### src/lockstep_pkg.sv
////////////////////////////////////////////////////////////
// Lockstep package
// Widths, the command word with its two decode views, the
// accumulator core opcodes and the multi-bit enable codes
////////////////////////////////////////////////////////////

package lockstep_pkg;

  parameter int unsigned DataWidth   = 16;
  parameter int unsigned AddrWidth   = 12;
  parameter int unsigned CmdWidth    = 16;
  parameter int unsigned OpcodeWidth = 4;
  parameter int unsigned ImmWidth    = CmdWidth - OpcodeWidth;

  // Flat bundles carried by the delay lines
  // Inputs are cmd_req, cmd_word, cmd_par, bus_ack, bus_rdata and bus_err
  parameter int unsigned CoreInWidth  = 4 + CmdWidth + DataWidth;
  // Outputs are cmd_ack, bus_req, bus_we, bus_addr, bus_wdata and acc
  parameter int unsigned CoreOutWidth = 3 + AddrWidth + 2 * DataWidth;

  // Any opcode not listed is a no-op that still gets an ack
  typedef enum logic [OpcodeWidth-1:0] {
    OpAdd   = 4'h1,
    OpXor   = 4'h2,
    OpLoad  = 4'h3,
    OpStore = 4'h4
  } opcode_e;

  // One command word, read as immediate (ADD, XOR) or as address (LOAD, STORE)
  typedef union packed {
    struct packed {
      opcode_e             op;
      logic [ImmWidth-1:0] imm;
    } imm;
    struct packed {
      opcode_e              op;
      logic [AddrWidth-1:0] addr;
    } mem;
  } cmd_word_u;

  // Multi-bit enable, anything but the two codes counts as invalid
  typedef logic [3:0] mubi_t;

  parameter mubi_t MubiOn  = 4'b0101;
  parameter mubi_t MubiOff = 4'b1010;

endpackage
### src/core_lockstep.sv
////////////////////////////////////////////////////////////
// Dual-core lockstep checker
// Runs a shadow accumulator core on the main core's inputs
// delayed by LockstepOffset cycles and compares its outputs
// with the main core's, delayed to match
////////////////////////////////////////////////////////////

module core_lockstep #(
  parameter int unsigned LockstepOffset = 2
) (
  input  logic                               clk_i,
  input  logic                               rst_ni,

  // Host and memory side, as seen by the main core
  input  logic                               cmd_req_i,
  input  lockstep_pkg::cmd_word_u            cmd_word_i,
  input  logic                               cmd_par_i,
  input  logic                               bus_ack_i,
  input  logic [lockstep_pkg::DataWidth-1:0] bus_rdata_i,
  input  logic                               bus_err_i,

  // Main core outputs
  input  logic                               cmd_ack_main_i,
  input  logic                               bus_req_main_i,
  input  logic                               bus_we_main_i,
  input  logic [lockstep_pkg::AddrWidth-1:0] bus_addr_main_i,
  input  logic [lockstep_pkg::DataWidth-1:0] bus_wdata_main_i,
  input  logic [lockstep_pkg::DataWidth-1:0] acc_main_i,

  output logic                               alert_minor_o,
  output logic                               alert_major_internal_o,
  output logic                               alert_major_bus_o
);

  // Main outputs wait one more cycle for the shadow output register
  localparam int unsigned OutputsOffset = LockstepOffset + 1;

  logic                                  shadow_rst_n;
  lockstep_pkg::mubi_t                   cmp_en;

  logic [lockstep_pkg::CoreInWidth-1:0]  in_bundle, in_bundle_dly;
  logic [lockstep_pkg::CoreOutWidth-1:0] main_out, main_out_dly;
  logic [lockstep_pkg::CoreOutWidth-1:0] shadow_out;

  logic                                  sh_cmd_req;
  lockstep_pkg::cmd_word_u               sh_cmd_word;
  logic                                  sh_cmd_par;
  logic                                  sh_bus_ack;
  logic [lockstep_pkg::DataWidth-1:0]    sh_bus_rdata;
  logic                                  sh_bus_err;

  logic                                  sh_cmd_ack;
  logic                                  sh_bus_req;
  logic                                  sh_bus_we;
  logic [lockstep_pkg::AddrWidth-1:0]    sh_bus_addr;
  logic [lockstep_pkg::DataWidth-1:0]    sh_bus_wdata;
  logic [lockstep_pkg::DataWidth-1:0]    sh_acc;
  logic                                  sh_alert_minor;
  logic                                  sh_alert_major_bus;

  lockstep_rst_seq #(
    .LockstepOffset (LockstepOffset)
  ) u_rst_seq (
    .clk_i         (clk_i),
    .rst_ni        (rst_ni),
    .shadow_rst_no (shadow_rst_n),
    .cmp_en_o      (cmp_en)
  );

  ////////////////////////////////////////////////////////////
  // Input delay to the shadow core
  ////////////////////////////////////////////////////////////

  assign in_bundle = {cmd_req_i, cmd_word_i, cmd_par_i, bus_ack_i, bus_rdata_i, bus_err_i};

  lockstep_delay #(
    .Width (lockstep_pkg::CoreInWidth),
    .Depth (LockstepOffset)
  ) u_in_dly (
    .clk_i  (clk_i),
    .rst_ni (rst_ni),
    .data_i (in_bundle),
    .data_o (in_bundle_dly)
  );

  assign {sh_cmd_req, sh_cmd_word, sh_cmd_par, sh_bus_ack, sh_bus_rdata, sh_bus_err} =
    in_bundle_dly;

  acc_core u_shadow_core (
    .clk_i             (clk_i),
    .rst_ni            (shadow_rst_n),
    .cmd_req_i         (sh_cmd_req),
    .cmd_word_i        (sh_cmd_word),
    .cmd_par_i         (sh_cmd_par),
    .cmd_ack_o         (sh_cmd_ack),
    .bus_req_o         (sh_bus_req),
    .bus_we_o          (sh_bus_we),
    .bus_addr_o        (sh_bus_addr),
    .bus_wdata_o       (sh_bus_wdata),
    .bus_ack_i         (sh_bus_ack),
    .bus_rdata_i       (sh_bus_rdata),
    .bus_err_i         (sh_bus_err),
    .acc_o             (sh_acc),
    .alert_minor_o     (sh_alert_minor),
    .alert_major_bus_o (sh_alert_major_bus)
  );

  ////////////////////////////////////////////////////////////
  // Output delay and compare
  ////////////////////////////////////////////////////////////

  assign main_out = {cmd_ack_main_i, bus_req_main_i, bus_we_main_i,
                     bus_addr_main_i, bus_wdata_main_i, acc_main_i};

  assign shadow_out = {sh_cmd_ack, sh_bus_req, sh_bus_we, sh_bus_addr, sh_bus_wdata, sh_acc};

  lockstep_delay #(
    .Width (lockstep_pkg::CoreOutWidth),
    .Depth (OutputsOffset)
  ) u_out_dly (
    .clk_i  (clk_i),
    .rst_ni (rst_ni),
    .data_i (main_out),
    .data_o (main_out_dly)
  );

  lockstep_compare u_compare (
    .clk_i                    (clk_i),
    .rst_ni                   (rst_ni),
    .cmp_en_i                 (cmp_en),
    .shadow_out_i             (shadow_out),
    .main_out_dly_i           (main_out_dly),
    .shadow_alert_minor_i     (sh_alert_minor),
    .shadow_alert_major_bus_i (sh_alert_major_bus),
    .alert_minor_o            (alert_minor_o),
    .alert_major_internal_o   (alert_major_internal_o),
    .alert_major_bus_o        (alert_major_bus_o)
  );

endmodule

### src/lockstep_compare.sv
////////////////////////////////////////////////////////////
// Lockstep comparator
// Registers the shadow core outputs, compares them with
// the delayed main core outputs and forms the alerts
////////////////////////////////////////////////////////////

module lockstep_compare (
  input  logic                                  clk_i,
  input  logic                                  rst_ni,
  input  lockstep_pkg::mubi_t                   cmp_en_i,
  input  logic [lockstep_pkg::CoreOutWidth-1:0] shadow_out_i,
  input  logic [lockstep_pkg::CoreOutWidth-1:0] main_out_dly_i,
  input  logic                                  shadow_alert_minor_i,
  input  logic                                  shadow_alert_major_bus_i,
  output logic                                  alert_minor_o,
  output logic                                  alert_major_internal_o,
  output logic                                  alert_major_bus_o
);

  logic [lockstep_pkg::CoreOutWidth-1:0] shadow_out_q;
  logic                                  cmp_active;
  logic                                  outputs_mismatch;

  // Extra cycle here lines the shadow up with the main delay line
  always_ff @(posedge clk_i or negedge rst_ni) begin
    if (!rst_ni) begin
      shadow_out_q <= '0;
    end else begin
      shadow_out_q <= shadow_out_i;
    end
  end

  // Only a clean Off code disables the check
  assign cmp_active       = (cmp_en_i != lockstep_pkg::MubiOff);
  assign outputs_mismatch = cmp_active && (shadow_out_q != main_out_dly_i);

  assign alert_major_internal_o = outputs_mismatch;

  // Shadow alerts go out as they are
  assign alert_minor_o     = shadow_alert_minor_i;
  assign alert_major_bus_o = shadow_alert_major_bus_i;

endmodule

### src/lockstep_delay.sv
////////////////////////////////////////////////////////////
// Lockstep delay line
// Shift register of Depth stages that delays a flat bundle
// of Width bits, cleared to zero on reset
////////////////////////////////////////////////////////////

module lockstep_delay #(
  parameter int unsigned Width = 8,
  parameter int unsigned Depth = 2
) (
  input  logic             clk_i,
  input  logic             rst_ni,
  input  logic [Width-1:0] data_i,
  output logic [Width-1:0] data_o
);

  logic [Depth-1:0][Width-1:0] stage_q;

  always_ff @(posedge clk_i or negedge rst_ni) begin
    if (!rst_ni) begin
      stage_q <= '0;
    end else begin
      stage_q[0] <= data_i;
      for (int unsigned i = 1; i < Depth; i++) begin
        stage_q[i] <= stage_q[i-1];
      end
    end
  end

  assign data_o = stage_q[Depth-1];

  // Once the line has filled past reset, the output is the input Depth cycles back
  delay_match_a: assert property (@(posedge clk_i) disable iff (!rst_ni)
    $past(rst_ni, Depth) |-> (data_o == $past(data_i, Depth)));

endmodule

### src/lockstep_rst_seq.sv
////////////////////////////////////////////////////////////
// Lockstep reset sequencer
// Holds the shadow core in reset for LockstepOffset cycles
// after system reset, then enables output comparison one
// cycle after the shadow reset is released
////////////////////////////////////////////////////////////

module lockstep_rst_seq #(
  parameter int unsigned LockstepOffset = 2
) (
  input  logic                clk_i,
  input  logic                rst_ni,
  output logic                shadow_rst_no,
  output lockstep_pkg::mubi_t cmp_en_o
);

  localparam int unsigned CntWidth = (LockstepOffset > 1) ? $clog2(LockstepOffset) : 1;

  logic [CntWidth-1:0] cnt_q;
  logic                cnt_done;
  lockstep_pkg::mubi_t rst_set_d, rst_set_q;
  lockstep_pkg::mubi_t cmp_en_q;

  assign cnt_done = (cnt_q == CntWidth'(LockstepOffset - 1));

  // Saturates at LockstepOffset-1
  always_ff @(posedge clk_i or negedge rst_ni) begin
    if (!rst_ni) begin
      cnt_q <= '0;
    end else if (!cnt_done) begin
      cnt_q <= cnt_q + 1'b1;
    end
  end

  assign rst_set_d = cnt_done ? lockstep_pkg::MubiOn : lockstep_pkg::MubiOff;

  // Release flag, then the compare enable one cycle behind it
  always_ff @(posedge clk_i or negedge rst_ni) begin
    if (!rst_ni) begin
      rst_set_q <= lockstep_pkg::MubiOff;
      cmp_en_q  <= lockstep_pkg::MubiOff;
    end else begin
      rst_set_q <= rst_set_d;
      cmp_en_q  <= rst_set_q;
    end
  end

  // Shadow stays in reset on any code other than On
  assign shadow_rst_no = (rst_set_q == lockstep_pkg::MubiOn);
  assign cmp_en_o      = cmp_en_q;

  // Comparison only runs once the shadow has been out of reset a full cycle
  cmp_after_release_a: assert property (@(posedge clk_i) disable iff (!rst_ni)
    (cmp_en_o == lockstep_pkg::MubiOn) |-> (shadow_rst_no && $past(shadow_rst_no)));

endmodule

### src/acc_core.sv
////////////////////////////////////////////////////////////
// Accumulator core
// Takes commands over a four-phase req/ack handshake and
// runs ADD/XOR immediate, LOAD and STORE on a 16-bit
// accumulator, with its own four-phase bus port. Flags bad
// command parity and bus errors as one-cycle alerts
////////////////////////////////////////////////////////////

module acc_core (
  input  logic                                clk_i,
  input  logic                                rst_ni,
  input  logic                                cmd_req_i,
  input  lockstep_pkg::cmd_word_u             cmd_word_i,
  input  logic                                cmd_par_i,
  output logic                                cmd_ack_o,
  output logic                                bus_req_o,
  output logic                                bus_we_o,
  output logic [lockstep_pkg::AddrWidth-1:0]  bus_addr_o,
  output logic [lockstep_pkg::DataWidth-1:0]  bus_wdata_o,
  input  logic                                bus_ack_i,
  input  logic [lockstep_pkg::DataWidth-1:0]  bus_rdata_i,
  input  logic                                bus_err_i,
  output logic [lockstep_pkg::DataWidth-1:0]  acc_o,
  output logic                                alert_minor_o,
  output logic                                alert_major_bus_o
);

  localparam logic [1:0] StIdle   = 2'd0;
  localparam logic [1:0] StBusReq = 2'd1;
  localparam logic [1:0] StBusRel = 2'd2;
  localparam logic [1:0] StAck    = 2'd3;

  logic [1:0]                         state_q;
  logic [lockstep_pkg::DataWidth-1:0] acc_q;
  logic [lockstep_pkg::DataWidth-1:0] imm_ext;
  logic [lockstep_pkg::DataWidth-1:0] alu_result;
  logic                               cmd_ack_q;
  logic                               bus_req_q;
  logic                               bus_we_q;
  logic [lockstep_pkg::AddrWidth-1:0] bus_addr_q;
  logic [lockstep_pkg::DataWidth-1:0] bus_wdata_q;
  logic                               alert_minor_q;
  logic                               alert_major_bus_q;
  logic                               parity_err;
  logic                               is_mem_op;

  // Word plus parity bit must be even
  assign parity_err = ^{cmd_word_i, cmd_par_i};

  assign is_mem_op = (cmd_word_i.mem.op == lockstep_pkg::OpLoad) ||
                     (cmd_word_i.mem.op == lockstep_pkg::OpStore);

  assign imm_ext = {{(lockstep_pkg::DataWidth - lockstep_pkg::ImmWidth){1'b0}},
                    cmd_word_i.imm.imm};

  // Immediate ops, unknown opcodes leave acc alone
  always_comb begin
    alu_result = acc_q;
    case (cmd_word_i.imm.op)
      lockstep_pkg::OpAdd: alu_result = acc_q + imm_ext;
      lockstep_pkg::OpXor: alu_result = acc_q ^ imm_ext;
      default:             alu_result = acc_q;
    endcase
  end

  ////////////////////////////////////////////////////////////
  // Command and bus FSM
  ////////////////////////////////////////////////////////////

  always_ff @(posedge clk_i or negedge rst_ni) begin
    if (!rst_ni) begin
      state_q           <= StIdle;
      acc_q             <= '0;
      cmd_ack_q         <= 1'b0;
      bus_req_q         <= 1'b0;
      bus_we_q          <= 1'b0;
      bus_addr_q        <= '0;
      bus_wdata_q       <= '0;
      alert_minor_q     <= 1'b0;
      alert_major_bus_q <= 1'b0;
    end else begin
      alert_minor_q     <= 1'b0;
      alert_major_bus_q <= 1'b0;
      case (state_q)
        StIdle: begin
          if (cmd_req_i) begin
            if (parity_err) begin
              // Acked like ADD but acc is kept
              alert_minor_q <= 1'b1;
              cmd_ack_q     <= 1'b1;
              state_q       <= StAck;
            end else if (is_mem_op) begin
              bus_req_q   <= 1'b1;
              bus_we_q    <= (cmd_word_i.mem.op == lockstep_pkg::OpStore);
              bus_addr_q  <= cmd_word_i.mem.addr;
              bus_wdata_q <= acc_q;
              state_q     <= StBusReq;
            end else begin
              acc_q     <= alu_result;
              cmd_ack_q <= 1'b1;
              state_q   <= StAck;
            end
          end
        end
        StBusReq: begin
          // Payload stays put until memory answers
          if (bus_ack_i) begin
            bus_req_q <= 1'b0;
            if (bus_err_i) begin
              alert_major_bus_q <= 1'b1;
            end else if (!bus_we_q) begin
              acc_q <= acc_q + bus_rdata_i;
            end
            state_q <= StBusRel;
          end
        end
        StBusRel: begin
          if (!bus_ack_i) begin
            cmd_ack_q <= 1'b1;
            state_q   <= StAck;
          end
        end
        StAck: begin
          if (!cmd_req_i) begin
            cmd_ack_q <= 1'b0;
            state_q   <= StIdle;
          end
        end
        default: state_q <= StIdle;
      endcase
    end
  end

  assign cmd_ack_o         = cmd_ack_q;
  assign bus_req_o         = bus_req_q;
  assign bus_we_o          = bus_we_q;
  assign bus_addr_o        = bus_addr_q;
  assign bus_wdata_o       = bus_wdata_q;
  assign acc_o             = acc_q;
  assign alert_minor_o     = alert_minor_q;
  assign alert_major_bus_o = alert_major_bus_q;

  // A bus request is only withdrawn after memory has acked it
  bus_req_until_ack_a: assert property (@(posedge clk_i) disable iff (!rst_ni)
    $fell(bus_req_o) |-> $past(bus_ack_i));

endmodule

### config.mk
export PLATFORM = sky130hd
export DESIGN_NAME = core_lockstep
export DESIGN_NICKNAME = d
export VERILOG_FILES = /design/src/lockstep_pkg.sv /design/src/core_lockstep.sv /design/src/lockstep_compare.sv /design/src/lockstep_delay.sv /design/src/lockstep_rst_seq.sv /design/src/acc_core.sv
export SDC_FILE = /design/constraint.sdc
export NUM_CORES = 1
export LEC_CHECK = 0
export BUFFER_PORTS_ARGS = -buffer_cell sky130_fd_sc_hd__buf_2
export CAP_MARGIN = 20
export CORE_MARGIN = 4
export CORE_UTILIZATION = 50
export DETAILED_ROUTE_END_ITERATION = 10
export PLACE_DENSITY = 0.7
export SLEW_MARGIN = 20
export SYNTH_ARGS = -nofsm -noshare
export SYNTH_HDL_FRONTEND = slang
export SYNTH_HIERARCHICAL = 1
export SYNTH_SLANG_ARGS = --single-unit
export TNS_END_PERCENT = 30
### constraint.sdc
create_clock -name clk_i -period 1.36 [get_ports clk_i]
set_clock_uncertainty 0.2 [all_clocks]
set_input_delay 0.136 -clock clk_i [delete_from_list [all_inputs] [get_ports clk_i]]
set_output_delay 0.136 -clock clk_i [all_outputs]
set_load 0.05 [all_outputs]
Yosys cells after proc, flatten, opt, wreduce, memory -nomap -nowiden
Cells that the tools add are included.

cells by class
  add/subtract/negate cells = 3
  multipliers = 0
  div/mod/pow operators = 0
  $lt $le $gt $ge = 0
  equal/unequal tests = 21
  shift operators = 0
  mux-type cells = 34
  bitwise gates (word level) = 2
  reduce and logical (&&, ||, !) cells = 11

operators by type and width
  operator            number
  $mux 16             6
  $pmux 16 s2         2
  $ne 47x47->1        1
  $reduce_xor 17->1   1
  $add 16x12->16      1
  $add 16x16->16      1
  $mux 1              16
  $ne 2x2->1 const B  8
  $xor 16x12->16      1
  $mux 2              6
  $reduce_and 5->1    2
  $eq 4x2->1 const B  2
  $eq 4x3->1 const B  2
  $pmux 2 s4          1
  $reduce_and 4->1    2
  $reduce_and 8->1    1
  $eq 2x2->1 const B  2
  $eq 4x1->1 const B  1
  $mux 4              1
  $ne 4x4->1 const B  1
  $ne 3x2->1 const B  1
  $ne 3x3->1 const B  1
  $pmux 1 s3          1
  $reduce_bool 3->1   1
  9 further kinds     9

storage, ports and cells
  bits in registers = 320
  bits in latches = 0
  bits in writable memories = 0
  memory bits (read-only) = 0
  input bits = 85
  output and inout port bits = 3
  memories kept = 0

Longest topological paths before layout
Gate-level depths: netlist of the first run.

  word-level depth = 6
  gate-level depth with buffers = 10

Hierarchy
Netlist of the first run, hierarchy kept.

by module, submodules not included
  module                       instances  cells an instance  area an instance (um2)  sequential area each (um2)
  lockstep_delay at u_out_dly  1          188                3881.2                  3528.4
  acc_core                     1          393                3814.9                  1276.2
  lockstep_delay at u_in_dly   1          108                2072.0                  1801.7
  lockstep_compare             1          113                1711.6                  1176.1
  lockstep_rst_seq             1          10                 163.9                   127.6

Worst setup path after synthesis of the first run
No wires, ideal clock.

  path type = register to register
  start = register u_in_dly.stage_q, in the netlist u_in_dly/data_o[19]
  end = register u_shadow_core.acc_q, in the netlist u_shadow_core/acc_o[14]
  data arrival time = 2.350 ns
  path slack = -1.311 ns
  cell stages (with the launch flop) = 11
  cell sequence = dfrtp_1 > buf_4 > ha_1 > fa_1 > a21oi_1 > o221ai_1 > and4_1 > or2_2 > a31oi_1 > o21ai_0 > o211a_1

on the way
  word-level cells in the longest chain between the ends = 6

RTL lines
  element                          line                  RTL
  start, declared                  lockstep_delay.sv:17  logic [Depth-1:0][Width-1:0] stage_q;
  start signal, assigned by index  lockstep_delay.sv:25  stage_q[i] <= stage_q[i-1];
  $add 16x12->16                   acc_core.sv:60        lockstep_pkg::OpAdd: alu_result = acc_q + imm_ext;
  $pmux 16 s2                      acc_core.sv:59        case (cmd_word_i.imm.op)
  $mux 16                          acc_core.sv:92        end else if (is_mem_op) begin
  $mux 16                          acc_core.sv:87        if (parity_err) begin
  $mux 16                          acc_core.sv:86        if (cmd_req_i) begin
  $pmux 16 s2                      acc_core.sv:84        case (state_q)
  end signal, assigned             acc_core.sv:99        acc_q <= alu_result;
  end signal, assigned             acc_core.sv:112       acc_q <= acc_q + bus_rdata_i;
  end, declared                    acc_core.sv:34        logic [lockstep_pkg::DataWidth-1:0] acc_q;

Several ways; a longest one is shown, not always the timed one. The select of a mux whose other input is x is not followed.
A chain may end at the register's enable or synchronous reset.

Worst setup path after layout of the first run
  start = register u_in_dly.stage_q, in the netlist u_in_dly/data_o[29]
  end = register u_shadow_core.bus_wdata_q, in the netlist u_shadow_core/bus_wdata_o[4]

on the way
  word-level cells in the longest chain between the ends = 3

RTL lines
  element                            line            RTL
  $reduce_xor 17->1                  acc_core.sv:48  assign parity_err = ^{cmd_word_i, cmd_par_i};
  $not 1->1 (no source line)         n/a
  $reduce_and 4->1 (no source line)  n/a
  end signal, assigned               acc_core.sv:96  bus_wdata_q <= acc_q;
  end, declared                      acc_core.sv:41  logic [lockstep_pkg::DataWidth-1:0] bus_wdata_q;

Every way passes these cells.

==> impl_metrics.env, run 1 <==
export IMPL_mostFrequentLayoutCells="dfrtp_1 (310), buf_4 (122), dlygate4sd3_1 (86)"
export IMPL_synthSimpleGateAreaFrac_pct=5.437
export IMPL_cp_start_kind="flop"
export IMPL_worst_setup_path_type="reg -> reg"
export IMPL_violations="hold timing, setup timing"
export IMPL_worst_slew_pin_transition_ps=572.2
export IMPL_drtIter0Drc=357
export IMPL_dp_hpwl_um=15180
export IMPL_met1Wirelength_um=9929
export IMPL_synth_top_flop_cell="dfrtp_1"
export IMPL_seqPwrFrac_pct=39.5
export IMPL_io_buffer_count=87
export IMPL_clock_latency_ps=540
export IMPL_drv_slew=0
export IMPL_clk_pin_slew_ps=70
export IMPL_synthCells=812
export IMPL_wl_met2_um=11530
export IMPL_cts_hold_buf=86
export IMPL_total_power_mw=29.86
export IMPL_antenna_found_initial=0
export IMPL_crit_arrival_ps=2730
export IMPL_cpMaxStageDelayCell="xnor3_1"
export IMPL_cpLargestDelayFamily="XOR/XNOR gates"
export IMPL_cts_htree_levels=1
export IMPL_irDropWorstVdd_uv=1208
export IMPL_crit_chain="xnor3_1 -> xnor3_1 -> xnor3_2 -> nor3_4 -> nand3_4 -> buf_12 -> mux2_4"
export IMPL_synth_fa_ha_area_share_pct=3.675
export IMPL_cts_sinks=316
export IMPL_rsz0062_at_grt="yes"
export IMPL_synth_top_family_by_area="buffers and inverters"
export IMPL_dp_slack_ps=-1174
export IMPL_syn_area_sq_mm=0.01164
export IMPL_path_max_fanout=15
export IMPL_dr_wl_met3_um=917
export IMPL_numCtsBuffers=30
export IMPL_grt_pass1_wl_um=37390
export IMPL_synth_edf_count=0
export IMPL_area_growth_pct=30.23
export IMPL_grt_overflow_total=0
export IMPL_wl_per_cell_um=16.83
export IMPL_p_per_area_mw_per_mm2=1969
export IMPL_finalSetupViolCount=53
export IMPL_mostFrequentLayoutCell="dfrtp_1"
export IMPL_intPower_mw=21.09
export IMPL_seqCellArea_sq_mm=0.007915
export IMPL_cpMostUsedCell="xnor3_1"
export IMPL_swShare_pct=29.38
export IMPL_routabilityCongestion=0.8930
export IMPL_fillers=1554
export IMPL_die_area_sq_mm=0.02579
export IMPL_switchingPower_mw=8.773
export IMPL_clockBufferDepth=3
export IMPL_grt_max_degree=52
export IMPL_p_leak_nw=7.075
export IMPL_groute_usage_overall_pct=18.34
export IMPL_via_per_inst=4.830
export IMPL_tritoncts="done"
export IMPL_postSynthAreaPerCell_sq_um=14.34
export IMPL_min_period_over_period_pct=184.0
export IMPL_syn_nets=930
export IMPL_endpoint_kind="flop"
export IMPL_ys_async_sr_fraction_pct=100.0
export IMPL_coreArea_sq_mm=0.02278
export IMPL_die_w_um=160.6
export IMPL_grt_pass1_vias=7121
export IMPL_pwr_share_clk_pct=28.9
export IMPL_drt_total_wl_um=23430
export IMPL_r2r_start="u_in_dly/data_o[29]"
export IMPL_highest_layer="met4"
export IMPL_multi_input_area_sq_mm=0.003281
export IMPL_ys_seq_area_share_pct=67.93
export IMPL_worst_path_buf_inv=1
export IMPL_status="complete, but fails checks"
export IMPL_first_pass_iters=5
export IMPL_synth_compound_area_share_pct=6.061
export IMPL_ant_nets=0
export IMPL_io_pins=88
export IMPL_die_h_um=160.6
export IMPL_max_freq_mhz=399.6
export IMPL_cpPeakStageDelay_ps=410
export IMPL_synth_seq_cells=316
export IMPL_drive_gt1_share_pct=32.99
export IMPL_fin_crit_ps=2503
export IMPL_worstHoldPathType="in -> async"
export IMPL_required_ps=1580
export IMPL_r2r_end="u_shadow_core/bus_wdata_o[4]"
export IMPL_start_util_pct=51.12
export IMPL_yosysWarnings=6
export IMPL_diodes=0
export IMPL_reg2reg_depth=7
export IMPL_power_frac_comb_pct=31.6
export IMPL_routed_via_count=6724
export IMPL_fin_ws_ps=-1143
export IMPL_rows=55
export IMPL_nNetsFinal=1174
export IMPL_synthMuxAreaShare_pct=3.879
export IMPL_synth_cell_types=55
export IMPL_finalHoldWorstSlack_ps=-136.4
export IMPL_drc=0
export IMPL_synthXorXnorAreaFrac_pct=6.458
export IMPL_clockRootBuffer="clkbuf_16"
export IMPL_r2r_slack_ps=-1140
export IMPL_slew_headroom_pct=61.33
export IMPL_hold_violations=24
export IMPL_maxCapViolCount=0
==> cells in the mapped netlist (5+ instances only) <==
cell	instances	area share [%]
mux2_4	26	3.4
o211ai_1	5	0.32
mux2i_1	5	0.43
buf_4	87	5.6
dfrtp_1	314	67
nor2_1	27	0.87
clkbuf_1	6	0.19
xnor2_1	66	5.0
xor2_1	12	0.90
o21ai_0	41	1.8
a211oi_1	5	0.32
nand3_1	11	0.47
a21o_1	5	0.32
o21a_1	5	0.32
nand2_1	37	1.2
nand4_1	12	0.64
ha_1	31	3.3
a21oi_1	33	1.4
inv_1	12	0.39
nor2b_1	6	0.32
==> state kept, by name (all words and copies together) (netlist names), 2 cells and up <==
name                       flops
u_in_dly/stage_q              36
u_compare/shadow_out_q        47
u_out_dly/stage_q             94
u_rst_seq/rst_set_q            2
u_shadow_core/state_q          2
u_shadow_core/bus_addr_o      12
u_out_dly/data_o              47
u_in_dly/data_o               36
u_rst_seq/cmp_en_o             2
u_shadow_core/acc_o           16
u_shadow_core/bus_wdata_o     16
==> worst max-delay path by stage <==
| stage | start | to | slack (ps) | depth (start not counted) |
|---|---|---|---|---|
| after floorplan | u_in_dly/data_o[29] | u_shadow_core/bus_addr_o[11] | -1130 | 8 |
| after global placement | u_shadow_core/acc_o[0] | u_shadow_core/acc_o[10] | -1170 | 10 |
| after detailed placement | u_shadow_core/acc_o[0] | u_shadow_core/acc_o[10] | -1170 | 10 |
| after CTS | u_shadow_core/acc_o[0] | u_shadow_core/acc_o[10] | -1130 | 10 |
| after global routing | u_shadow_core/acc_o[3] | u_shadow_core/acc_o[15] | -1270 | 10 |
| final | u_in_dly/data_o[29] | u_shadow_core/bus_wdata_o[4] | -1140 | 7 |
==> per-layer routing <==
metal  GRT usage, %  vias to the layer above
li1               -                     3169
met3          2.566                       67
met5              0                        -
met4          6.609                        0
met1          24.69                     3315
met2          30.81                      173
==> power groups by stage <==
stage | Combinational, mW | Sequential (mW) | Clock [mW]
after floorplan | 4.99 | 11.6 | 0
after global placement | 7.95 | 11.9 | 0
after detailed placement | 8.13 | 11.9 | 0
after CTS | 8.85 | 11.8 | 8.80
after global routing | 10.4 | 11.9 | 9.25
final | 9.43 | 11.8 | 8.63
==> layout make-up <==
cell class                 count  share of cell area, %
tap                          313                  2.583
multi-input combinational    387                  21.64
clock buffer                  41                  5.487
sequential                   316                  52.20
clock inverter                14                  1.403
timing repair buffer         309                  16.40
inverter                      12                 0.2971
==> metrics by stage <==
stage	std cells	utilization, %	setup TNS [ps]	cell area (sq um)	hold slack [ps]
6_report	1392	66.57	-53550	15160	-136.4
2_1_floorplan	812	-	-56450	11720	-359.6
4_1_cts	1390	65.91	-53460	15010	-144.7
3_5_place_dp	1244	56.63	-53730	12900	-167.3
3_3_place_gp	1244	56.63	-51090	12900	-166.0
5_1_grt	1392	66.57	-58590	15160	-126.2
==> kinds of logic after synthesis <==
| logic type | Yosys count |
|---|---|
| flops | 316 |
| simple gates | 123 |
| compound gates | 117 |
| buf+inv | 109 |
| xor+xnor | 81 |
| fa+ha+maj | 33 |
| mux | 32 |
| other cells | 1 |
==> repair_timing <==
item,4_1_cts,5_1_grt
hold endpoints to repair,348,24
setup buffers,5,3
pin swaps,23,23
setup endpoints to repair,54,54
resized for setup,43,33
(Power assumes the default switching activity.)
==> run 2, diff against run 1 <==
HOLD_SLACK_MARGIN = 0.08   (was not set)
==> run 2 against run 1 <==
  * Register-to-register slack got worse by 20 ps
  * Die area unchanged
  * The run still ends with hold timing, setup timing left
  * Maximum frequency decreased by 0.77%
  * Utilization increased by 3.8 points
  * Highest routed layer unchanged
==> impl_metrics.env, run 2 (synthesized netlist as in run 1, its figures left out) <==
export IMPL_diodes=0
export IMPL_mostFrequentLayoutCells="dfrtp_1 (309), dlygate4sd3_1 (167), buf_4 (125)"
export IMPL_finalHoldWorstSlack_ps=-145.7
export IMPL_fin_ws_ps=-1162
export IMPL_worst_setup_path_type="reg -> reg"
export IMPL_wl_per_cell_um=17.42
export IMPL_rows=55
export IMPL_mostFrequentLayoutCell="dfrtp_1"
export IMPL_drv_slew=0
export IMPL_max_freq_mhz=396.5
export IMPL_io_buffer_count=87
export IMPL_status="complete, but fails checks"
export IMPL_path_max_fanout=2
export IMPL_violations="hold timing, setup timing"
export IMPL_hold_violations=24
export IMPL_fillers=1441
export IMPL_numPlacedInstances=1244
export IMPL_drive_gt1_share_pct=31.27
export IMPL_groute_usage_overall_pct=20.04
export IMPL_finalSetupTns_ps=-54470
export IMPL_via_per_inst=4.871
export IMPL_drt_total_wl_um=25730
export IMPL_grt_max_degree=52
export IMPL_tritoncts="done"
export IMPL_clk_pin_slew_ps=60
export IMPL_start_util_pct=51.12
export IMPL_rsz0062_at_grt="yes"
export IMPL_drtIter0Drc=494
export IMPL_largest_register="u_out_dly/stage_q"
export IMPL_io_pins=88
export IMPL_drc=0
export IMPL_endpoint_kind="flop"
export IMPL_routed_via_count=7194
export IMPL_numCtsBuffers=30
export IMPL_fin_crit_ps=2522
export IMPL_largest_register_ffs=94
export IMPL_min_period_over_period_pct=185.4
export IMPL_irDropWorstVdd_uv=1208
export IMPL_worstHoldPathType="in -> async"
export IMPL_die_area_sq_mm=0.02579
export IMPL_dp_hpwl_um=15180
export IMPL_clockBufferDepth=3
export IMPL_required_ps=1610
export IMPL_coreArea_sq_mm=0.02278
export IMPL_p_per_area_mw_per_mm2=1895
export IMPL_grt_pass1_wl_um=40800
export IMPL_cp_start_kind="flop"
export IMPL_slew_headroom_pct=61.65
export IMPL_multi_input_area_sq_mm=0.003296
export IMPL_grt_pass1_vias=7716
export IMPL_clockRootBuffer="clkbuf_16"
export IMPL_dp_slack_ps=-1174
export IMPL_finalSetupViolCount=53
export IMPL_p_leak_nw=7.441
export IMPL_placedInstanceArea_sq_mm=0.01290
export IMPL_final_cell_area_sq_mm=0.01602
export IMPL_die_w_um=160.6
export IMPL_antenna_found_initial=1
export IMPL_seqCellArea_sq_mm=0.007916
export IMPL_nNetsFinal=1259
export IMPL_die_h_um=160.6
export IMPL_area_growth_pct=37.62
export IMPL_cts_hold_buf=167
export IMPL_layout_cells_non_filler=1477
export IMPL_grt_overflow_total=0
export IMPL_cts_sinks=316
export IMPL_first_pass_iters=5
export IMPL_routabilityCongestion=0.8930
export IMPL_clock_latency_ps=550
export IMPL_crit_arrival_ps=2770
export IMPL_maxCapViolCount=0
export IMPL_ant_nets=0
export IMPL_worst_slew_pin_transition_ps=567.6
export IMPL_final_core_utilization_pct=70.35
export IMPL_cts_htree_levels=1
## run 2: timing repair
action / CTS / global route
buffers inserted: 5 / 6
hold endpoints to repair: 348 / 24
pin swaps: 23 / 20
gates resized for setup: 43 / 43
endpoints found under the setup margin: 54 / 54
## run 2: through the flow
| stage | hold slack [ps] | power (mW) |
|---|---|---|
| finish | -145.7 | 30.37 |
| global route | -136.2 | 31.99 |
| CTS | -144.7 | 29.58 |
| detailed placement | -167.3 | 20.02 |
| global placement | -166.0 | 19.80 |
| floorplan | -359.6 | 16.57 |
## run 2: cell type report
cell class                      instances  area share [%]
Sequential cell                       316           49.40
Clock buffer                           41           5.192
Clock inverter                         14           1.327
Inverter                               12          0.2811
Tap cell                              313           2.444
Multi-Input combinational cell        387           20.57
Timing Repair Buffer                  394           20.79
## run 2: where the power goes
group,internal [mW],switching [mW]
Clock,5.24,3.45
Combinational,5.28,4.59
Sequential,10.8,0.990
Total,21.3,9.04
## run 2: per-layer routing
layer	GRT usage, %	routed length, um
met2	34.96	13400
met3	2.694	930
met4	6.648	864
met5	0	0
met1	26.15	10540
## run 2: critical path, cell delays in order (launching register included)
cell and delay, ps:
dfrtp_2 440, ha_4 180, fa_2 370, a21oi_4 180
o221ai_2 140, buf_4 170, a311oi_2 210, nor2_1 100
xnor2_1 240, o21ai_1 90, o21a_1 100
## run 2: path summary, 6_finish.rpt
check | cells past startpoint | slack (ps) | endpoint | startpoint
max | 10 | -1160 | u_shadow_core/acc_o[10] | u_shadow_core/acc_o[0]
min | 2 | -150 | u_out_dly/data_o[7] | rst_ni
max reg2reg | 10 | -1160 | u_shadow_core/acc_o[10] | u_shadow_core/acc_o[0]
min reg2reg | 0 | 140 | u_in_dly/data_o[12] | u_in_dly/stage_q[12]
max in group asynchronous | 2 | 480 | u_shadow_core/acc_o[4] | u_rst_seq/rst_set_q[2]
min in group clk_i | 0 | 140 | u_in_dly/data_o[12] | u_in_dly/stage_q[12]
==> run 3, diff against run 2 <==
CORE_ASPECT_RATIO = 1.75   (was not set)
==> run 3 against run 2 <==
  * The run ends with setup timing left
  * Final cell count down 0.95%
  * Critical path depth shrank 3
  * Hold slack improved by 290 ps
  * Via count fell by 0.54%
==> impl_metrics.env, run 3 (synthesized netlist as in run 1, its figures left out) <==
export IMPL_status="complete, but fails checks"
export IMPL_violations="setup timing"
export IMPL_worst_setup_path_type="reg -> reg"
export IMPL_total_power_mw=29.76
export IMPL_antenna_found_initial=0
export IMPL_io_buffer_count=87
export IMPL_start_util_pct=50.99
export IMPL_rows=73
export IMPL_numCtsBuffers=28
export IMPL_r2r_slack_ps=-1260
export IMPL_mostFrequentLayoutCells="dfrtp_1 (312), dlygate4sd3_1 (169), buf_4 (126)"
export IMPL_nNetsFinal=1260
export IMPL_dp_hpwl_um=16310
export IMPL_min_to="u_in_dly/data_o[30]"
export IMPL_fillers=1556
export IMPL_hold_violations=0
export IMPL_routabilityCongestion=0.8813
export IMPL_slew_headroom_pct=52.45
export IMPL_layout_cells_non_filler=1463
export IMPL_drt_total_wl_um=25880
export IMPL_rsz0062_at_grt="yes"
export IMPL_r2r_end="u_shadow_core/bus_wdata_o[1]"
export IMPL_min_period_over_period_pct=192.8
export IMPL_cts_sinks=316
export IMPL_die_w_um=123.4
export IMPL_grt_overflow_total=0
export IMPL_largest_register="u_out_dly/stage_q"
export IMPL_worstHoldPathType="reg -> reg"
export IMPL_p_per_area_mw_per_mm2=1865
export IMPL_maxCapViolCount=0
export IMPL_wl_per_cell_um=17.69
export IMPL_first_pass_iters=4
export IMPL_tritoncts="done"
export IMPL_endpoint_kind="flop"
export IMPL_mostFrequentLayoutCell="dfrtp_1"
export IMPL_irDropWorstVdd_uv=1210
export IMPL_worst_slew_pin_transition_ps=710.9
export IMPL_numPlacedInstances=1235
export IMPL_cp_startpoint="u_in_dly/data_o[29]"
export IMPL_clk_pin_slew_ps=70
export IMPL_coreArea_sq_mm=0.02283
export IMPL_drtIter0Drc=357
export IMPL_crit_arrival_ps=2860
export IMPL_groute_usage_overall_pct=20.74
export IMPL_path_max_fanout=12
export IMPL_diodes=0
export IMPL_reg2reg_depth=7
export IMPL_via_per_inst=4.891
export IMPL_largest_register_ffs=94
export IMPL_dp_slack_ps=-1231
export IMPL_fin_crit_ps=2622
export IMPL_die_area_sq_mm=0.02589
export IMPL_fin_ws_ps=-1262
export IMPL_p_leak_nw=7.445
export IMPL_holdCritStartpoint="u_in_dly/stage_q[30]"
export IMPL_finalSetupViolCount=238
export IMPL_clockRootBuffer="clkbuf_16"
export IMPL_drc=0
export IMPL_io_pins=88
export IMPL_required_ps=1600
export IMPL_clockBufferDepth=3
export IMPL_worstHoldPathCells=0
export IMPL_grt_max_degree=52
export IMPL_drive_gt1_share_pct=30.18
export IMPL_clock_latency_ps=560
export IMPL_max_freq_mhz=381.4
export IMPL_area_growth_pct=37.07
export IMPL_r2r_start="u_in_dly/data_o[29]"
export IMPL_drv_slew=0
export IMPL_cts_htree_levels=1
export IMPL_grt_pass1_vias=7962
export IMPL_die_h_um=209.9
export IMPL_routed_via_count=7155
export IMPL_grt_pass1_wl_um=41180
export IMPL_cp_start_kind="flop"
export IMPL_ant_nets=0
run 3: layer usage:
layer | vias up | track usage, % | part of all wire (%)
met3 | 69 | 2.669 | 3.8
li1 | 3322 | - | -
met1 | 3603 | 22.80 | 34
met2 | 161 | 38.91 | 56
met4 | 0 | 9.101 | 5.4
met5 | - | 0 | 0
run 3: worst max-delay path by stage:
stage,end,cells past startpoint
6_report,u_shadow_core/bus_wdata_o[1],7
2_1_floorplan,u_shadow_core/bus_addr_o[11],8
5_1_grt,u_shadow_core/bus_addr_o[9],7
4_1_cts,u_shadow_core/bus_addr_o[7],7
3_5_place_dp,u_shadow_core/bus_addr_o[7],7
3_3_place_gp,u_shadow_core/bus_addr_o[5],7
run 3: worst max-delay path, cell delays in order, from the launching register on:
cell	delay (ps)
dfrtp_1	390
xnor3_1	380
xnor3_2	320
xnor3_2	300
nor3_4	230
nand3_4	160
clkbuf_16	220
mux2_4	300
run 3: layout make-up:
| type | count | area, sq um | share of cell area, % |
|---|---|---|---|
| Clock inverter | 17 | 274.0 | 1.717 |
| Inverter | 12 | 45.04 | 0.2822 |
| Timing Repair Buffer | 397 | 3390 | 21.24 |
| Clock buffer | 34 | 743.2 | 4.657 |
| Multi-Input combinational cell | 387 | 3221 | 20.18 |
| Tap cell | 300 | 375.4 | 2.352 |
| Sequential cell | 316 | 7913 | 49.58 |
run 3: stage by stage:
step                cell area (sq um)  util, %  hold WS [ps]  setup TNS [ps]
floorplan                       11720        -        -359.6          -56450
global placement                12940    56.66        -240.2          -54900
detailed placement              12940    56.66        -236.3          -57390
CTS                             15730    68.87        -209.8          -59350
global route                    15960    69.90         149.0         -138250
finish                          15960    69.90         141.0         -109200
run 3: power breakdown:
part	internal (mW)	switching, mW
sequential	10.8	0.934
combinational	4.96	4.47
clock	5.09	3.51
total	20.9	8.91
run 3: timing repair:
action	in CTS	in global routing
setup endpoints to repair	53	53
gates resized for setup	22	38
hold endpoints to repair	348	26
buffers inserted	2	4
hold buffers	167	2
pin swaps	6	8
gates cloned	0	2
